### config.mk
export PLATFORM = sky130hd
export DESIGN_NAME = ilm_fetch_bridge
export DESIGN_NICKNAME = d
export VERILOG_FILES = /design/src/verilog/ilm_fetch_pkg.sv /design/src/verilog/ilm_onehot_ptr.sv /design/src/verilog/ilm_fetch_bridge.sv
export VERILOG_INCLUDE_DIRS = /design/src /design/src/verilog
export SDC_FILE = /design/constraint.sdc
export NUM_CORES = 1
export LEC_CHECK = 0
export BUFFER_PORTS_ARGS = -buffer_cell sky130_fd_sc_hd__buf_4
export CORE_MARGIN = 2
export CORE_UTILIZATION = 37
export DETAILED_ROUTE_END_ITERATION = 16
export GPL_ROUTABILITY_DRIVEN = 0
export PLACE_DENSITY = 0.88
export SLEW_MARGIN = 30
export SYNTH_ARGS = -nofsm -noshare
export SYNTH_HDL_FRONTEND = slang
export SYNTH_SLANG_ARGS = --single-unit
### constraint.sdc
create_clock -name core_clk -period 3.1 [get_ports core_clk]
set_clock_uncertainty 0.05 [all_clocks]
set_input_delay 0.62 -clock core_clk [delete_from_list [all_inputs] [get_ports core_clk]]
set_output_delay 0.62 -clock core_clk [all_outputs]
set_load 0.005 [all_outputs]
### src/verilog/ilm_fetch_settings.svh
// ILM fetch path settings for address widths and read queue depth.
`ifndef ILM_FETCH_SETTINGS_SVH
`define ILM_FETCH_SETTINGS_SVH

// Virtual fetch address width.
`define VALEN 32

// Top ILM byte-address bit, 2 KiB of 64-bit words.
`define ILM_AMSB 10

// In-flight read entries, at least read latency plus one.
`define ILM_QUEUE_DEPTH 3

`endif

### src/verilog/ilm_fetch_pkg.sv
// ILM fetch types shared by the bridge, the ILM controller and the top level.
`include "ilm_fetch_settings.svh"

package ilm_fetch_pkg;

    typedef union packed {
        logic [63:0]       dword;               // Whole word.
        logic [3:0][15:0]  parcel;              // Instruction parcels, parcel 0 lowest.
    } fetch_word_u;

    typedef struct packed {
        logic              valid;
        logic              stall;
        logic [`VALEN-1:0] addr;
        logic              tag;
    } ifu_req_t;

    typedef struct packed {
        logic err;                              // Parity marker set on the word.
        logic more_pending;                     // Other reads still in flight.
    } fetch_status_t;

    typedef struct packed {
        logic [3:0]        valid;               // Parcel mask.
        fetch_word_u       rdata;
        logic              tag;
        fetch_status_t     status;
    } ifu_resp_t;

    typedef struct packed {
        logic                valid;
        logic                stall;
        logic [`ILM_AMSB:0]  addr;
        logic [2:0]          user;              // Parcel offset and tag.
    } ilm_a_t;

    typedef struct packed {
        logic        valid;
        fetch_word_u data;
        logic        err;
        logic [2:0]  user;
    } ilm_d_t;

    typedef struct packed {
        logic                  valid;
        logic [`ILM_AMSB-3:0]  addr;            // Word index.
        logic [63:0]           data;
        logic                  bad_parity;
    } ilm_wr_t;

endpackage

### src/verilog/ilm_onehot_ptr.sv
// Rotating one-hot pointer that steps to the next entry on each advance.
`timescale 1ns/1ps

module ilm_onehot_ptr #(
    parameter int depth = 2
) (
    input  logic             core_clk,
    input  logic             core_reset_n,
    input  logic             advance,
    output logic [depth-1:0] ptr
);

    logic [depth-1:0] ptr_q;

    always_ff @(posedge core_clk or negedge core_reset_n) begin
        if (!core_reset_n) begin
            ptr_q <= {{(depth-1){1'b0}}, 1'b1};     // Entry 0.
        end else if (advance) begin
            ptr_q <= {ptr_q[depth-2:0], ptr_q[depth-1]};
        end
    end

    assign ptr = ptr_q;

endmodule

### src/verilog/ilm_fetch_bridge.sv
// Fetch to ILM bridge with kill tracking, parcel alignment and response status.
`timescale 1ns/1ps
`include "ilm_fetch_settings.svh"

module ilm_fetch_bridge
    import ilm_fetch_pkg::*;
(
    input  logic      core_clk,
    input  logic      core_reset_n,
    input  logic      kill,
    input  ifu_req_t  fetch_req,
    output logic      req_ready,
    output ifu_resp_t fetch_resp,
    output ilm_a_t    ilm_a,
    input  logic      a_ready,
    input  ilm_d_t    ilm_d
);

    localparam int queue_depth = `ILM_QUEUE_DEPTH;

    logic [queue_depth-1:0] alloc_ptr;
    logic [queue_depth-1:0] retire_ptr;
    logic [queue_depth-1:0] alloc_mask;
    logic [queue_depth-1:0] killed;
    logic [queue_depth-1:0] in_flight;
    logic                   accept;
    logic                   retire;
    logic                   retire_killed;
    logic                   suppress;
    logic [1:0]             offset;
    fetch_word_u            aligned;

    ilm_onehot_ptr #(
        .depth(queue_depth)
    ) alloc_ptr_i (
        .core_clk    (core_clk),
        .core_reset_n(core_reset_n),
        .advance     (accept),
        .ptr         (alloc_ptr)
    );

    ilm_onehot_ptr #(
        .depth(queue_depth)
    ) retire_ptr_i (
        .core_clk    (core_clk),
        .core_reset_n(core_reset_n),
        .advance     (retire),
        .ptr         (retire_ptr)
    );

    // Command path.
    always_comb begin
        ilm_a.valid = fetch_req.valid;
        ilm_a.stall = fetch_req.stall;
        ilm_a.addr  = fetch_req.addr[`ILM_AMSB:0];
        ilm_a.user  = {fetch_req.addr[2:1], fetch_req.tag};
    end

    assign req_ready  = a_ready;
    assign accept     = ilm_a.valid & a_ready & ~ilm_a.stall;
    assign retire     = ilm_d.valid;
    assign alloc_mask = alloc_ptr & {queue_depth{accept}};

    // An entry allocated in the kill cycle stays live.
    always_ff @(posedge core_clk or negedge core_reset_n) begin
        if (!core_reset_n) begin
            killed <= '0;
        end else begin
            killed <= (killed | {queue_depth{kill}}) & ~alloc_mask;
        end
    end

    always_ff @(posedge core_clk or negedge core_reset_n) begin
        if (!core_reset_n) begin
            in_flight <= '0;
        end else begin
            for (int i = 0; i < queue_depth; i++) begin
                if (retire && retire_ptr[i]) begin
                    in_flight[i] <= 1'b0;
                end else if (alloc_mask[i]) begin
                    in_flight[i] <= 1'b1;
                end
            end
        end
    end

    // Response path.
    assign offset        = ilm_d.user[2:1];
    assign retire_killed = |(killed & retire_ptr);
    assign suppress      = retire_killed | kill;        // Same-cycle kill drops it too.

    always_comb begin
        aligned.dword = '0;                              // Zero fill above the word.
        for (int i = 0; i < 4; i++) begin
            if (i + offset < 4) begin
                aligned.parcel[i] = ilm_d.data.parcel[i + offset];
            end
        end
    end

    always_comb begin
        fetch_resp.valid               = (4'b1111 >> offset) & {4{retire & ~suppress}};
        fetch_resp.rdata               = aligned;
        fetch_resp.tag                 = ilm_d.user[0];
        fetch_resp.status.err          = ilm_d.err;
        fetch_resp.status.more_pending = |(in_flight & ~retire_ptr);
    end

endmodule

==> metrics.md <==
| Metric | Value |
|---|---|
| Outcome | complete, no violations |
| Max-slew headroom | 52.1% |
| Flops & latches, synth | 12 |
| RSZ-0062 raised after global routing | false |
| IO Port Bufs | 144 |
| Worst Hold Class | in -> async |
| Post-synthesis sequential area ratio | 15.2% |
| Syn nets | 312 |
| Slew @ Worst Pin | 718 ps |
| Via Count | 2,129 |
| Mean Syn Cell Area | 9.93 um^2 |
| Post-route DRC violation count | 0 |
| Primary FF master, synth | dfrtp_1 |
| Lkg Pwr | 1.52 nW |
| Die area | 6000 um^2 |
| # placed instances | 382 |
| WL/cell | 17.2 um |
| Core Region | 5170 um^2 |
| Drt pass-1 iters | 4 |
| Cts hold-fix bufs | 0 |
| CTS tree | done |
| Area grow syn2layout | 48.9% |
| Setup bufs post-CTS | 0 |
| Setup crit end kind | primary output |
| Top cells by area, synth | mux2i_1 (24%), dfrtp_1 (13%), mux4_2 (10%), o22ai_1 (10%), mux4_1 (9.2%) |
| Die H | 77.5 um |
| Period utilization | 90.6% |
| Pwr Density | 273 nW/um^2 |
| Num rows | 26 |
| Die W | 77.5 um |
| Share of layout cells above drive strength 1 | 53.5% |
| Total gr overflow | 0 |
| Final Setup Violations | 0 |
| Pins over their slew limit | 0 |
| Worst Path Required | 2430 ps |
| Net count, final | 428 |
| Peak fanout along the critical path | 16 |
| WP data arrival | 2140 ps |
| Distinct cells, synth | 33 |
| EDFF count, synth | 0 |
| Initial antenna violation count | 0 |
| Async set-or-reset flop fraction in the synthesized netlist | 100% |
| H-tree levels | 1 |
| Detailed Route Iter0 Violations | 64 |
| First-pass GRT wire length | 10,100 um |
| Fin. Hold Viols | 0 |
| CTS root buffer | clkbuf_8 |
| Final non-filler cell total | 386 |
| DRT antenna net count | 0 |
| Area leader, netlist | mux2i_1 |
| Clock Latency Late Sink | 250 ps |
| Peak supply drop | 217 uV |
| Initial core utilization | 38.6% |
| Max-cap violation count | 0 |
| Setup TNS | 0 ps |
| Largest net degree at the start of global routing | 30 |
| I/O pin cnt | 196 |
| Post-CTS Resized | 0 |
| Yosys Warn Count | 0 |
| Cells after Synth | 201 |
| CTS buffer count | 3 |
| Number of global-route vias before repair | 2,135 |
| Max Fclk | 356 MHz |
| Largest buffer count on any clock path | 2 |
| Startpoint Class | input pin |
| Minimum clock period | 2810 ps |
| Post-DR vias/cell | 5.52 |
| CTS Sinks | 12 |
| Total GRT Usage | 20.8% |
| Ant diodes | 0 |
| DRT Wirelength | 6630 um |
| Fill cells | 453 |
| Post-Synthesis Cell Area | 2000 um^2 |
| Clock Pin Slew Worst Setup and Hold Paths | 60 ps |
| Yosys top cell area share | 24.1% |
| CP Class | in -> out |
| Post-DP HPWL | 5310 um |
==> placed cells by master (no fill, tap or decap), drive strengths merged <==
master	count
mux4	16
nand2b	4
and3b	1
a22oi	2
and4b	1
o21a	2
o21ai	2
and2	1
dfrtp	10
nand2	1
buf	149
ha	3
clkbuf	4
o221ai	1
inv	6
nor3	1
dfstp	2
a22o	1
or2	1
mux2	4
nor2	18
nor4b	1
nor4	2
mux2i	48
nand4b	2
a2bb2oi	1
o22ai	32
==> sequential cells by signal, summed over array words and instances (netlist names) <==
| name | cells |
|---|---|
| alloc_ptr_i.ptr | 3 |
| killed | 3 |
| retire_ptr_i.ptr | 3 |
| in_flight | 3 |
==> cell families after synthesis <==
family,share of synthesized area (%)
and+or+nand+nor,8.58
muxes,45.7
DFF,15.2
AOI/OAI and AO/OA,13.3
adders and majority gates,1.88
buffers and inverters,15.4
==> final timing paths <==
path | startpoint | end | slack [ps] | depth (start not counted)
setup / recovery | ilm_d[2] | fetch_resp[55] | 290 | 6
hold / removal | core_reset_n | in_flight[0] | 150 | 1
setup reg to reg | alloc_ptr_i.ptr[0] | in_flight[0] | 2030 | 2
hold reg to reg | killed[2] | killed[2] | 440 | 1
max in group asynchronous | core_reset_n | retire_ptr_i.ptr[0] | 2630 | 1
min in group core_clk | killed[2] | killed[2] | 440 | 1
==> Yosys cell counts (all sizes together), types with 2 or more instances <==
| cell | number |
|---|---|
| mux2i | 48 |
| buf | 32 |
| o22ai | 32 |
| nor2 | 18 |
| mux4 | 16 |
| dfrtp | 10 |
| clkbuf | 6 |
| inv | 6 |
| mux2 | 4 |
| nand2b | 4 |
| ha | 3 |
| a22oi | 2 |
| dfstp | 2 |
| nand4b | 2 |
| nor4 | 2 |
| o21a | 2 |
| o21ai | 2 |
==> power breakdown <==
| group | internal, mW | switching (mW) | total, mW | leakage [nW] |
|---|---|---|---|---|
| clock | 0.113 | 0.0631 | 0.176 | 0.0288 |
| combinational | 0.257 | 0.188 | 0.444 | 1.36 |
| sequential | 0.180 | 0.0122 | 0.192 | 0.130 |
| total | 0.549 | 0.263 | 0.812 | 1.52 |
==> through the flow <==
step / instance area (um^2) / util [%] / hold WS [ps] / power, mW / setup WS (ps)
finish: 2970 / 57.5 / 146 / 0.812 / 291
global route: 2970 / 57.5 / 158 / 0.857 / 144
CTS: 2970 / 57.5 / 147 / 0.819 / 264
detailed placement: 2920 / 56.4 / 418 / 0.640 / 275
global placement: 2920 / 56.4 / 414 / 0.626 / 322
floorplan: 2000 / - / 274 / 0.420 / 157
==> area by class of cell <==
class / instances / area [um^2] / share of cell area, %
multi-input cells: 145 / 1390 / 46.7
repair buffers: 149 / 1120 / 37.6
flip-flops and latches: 12 / 303 / 10.2
well taps: 70 / 87.6 / 2.94
clock buffers: 4 / 55.1 / 1.85
inverters: 6 / 22.5 / 0.757
==> layer usage <==
layer  up-vias  share of wire, %  track usage [%]
met3        14               7.1             4.42
met5         -                 0                0
met1      1023                39             22.1
li1        996                 -                -
met2        96                52             39.8
met4         0               2.3             7.50
==> worst max-delay path, stage by stage <==
cell	delay [ps]
buf_4	140
inv_1	70
ha_1	310
nand2b_1	580
o22ai_1	210
buf_4	190
No activity file was read; power rests on OpenSTA's default activity.
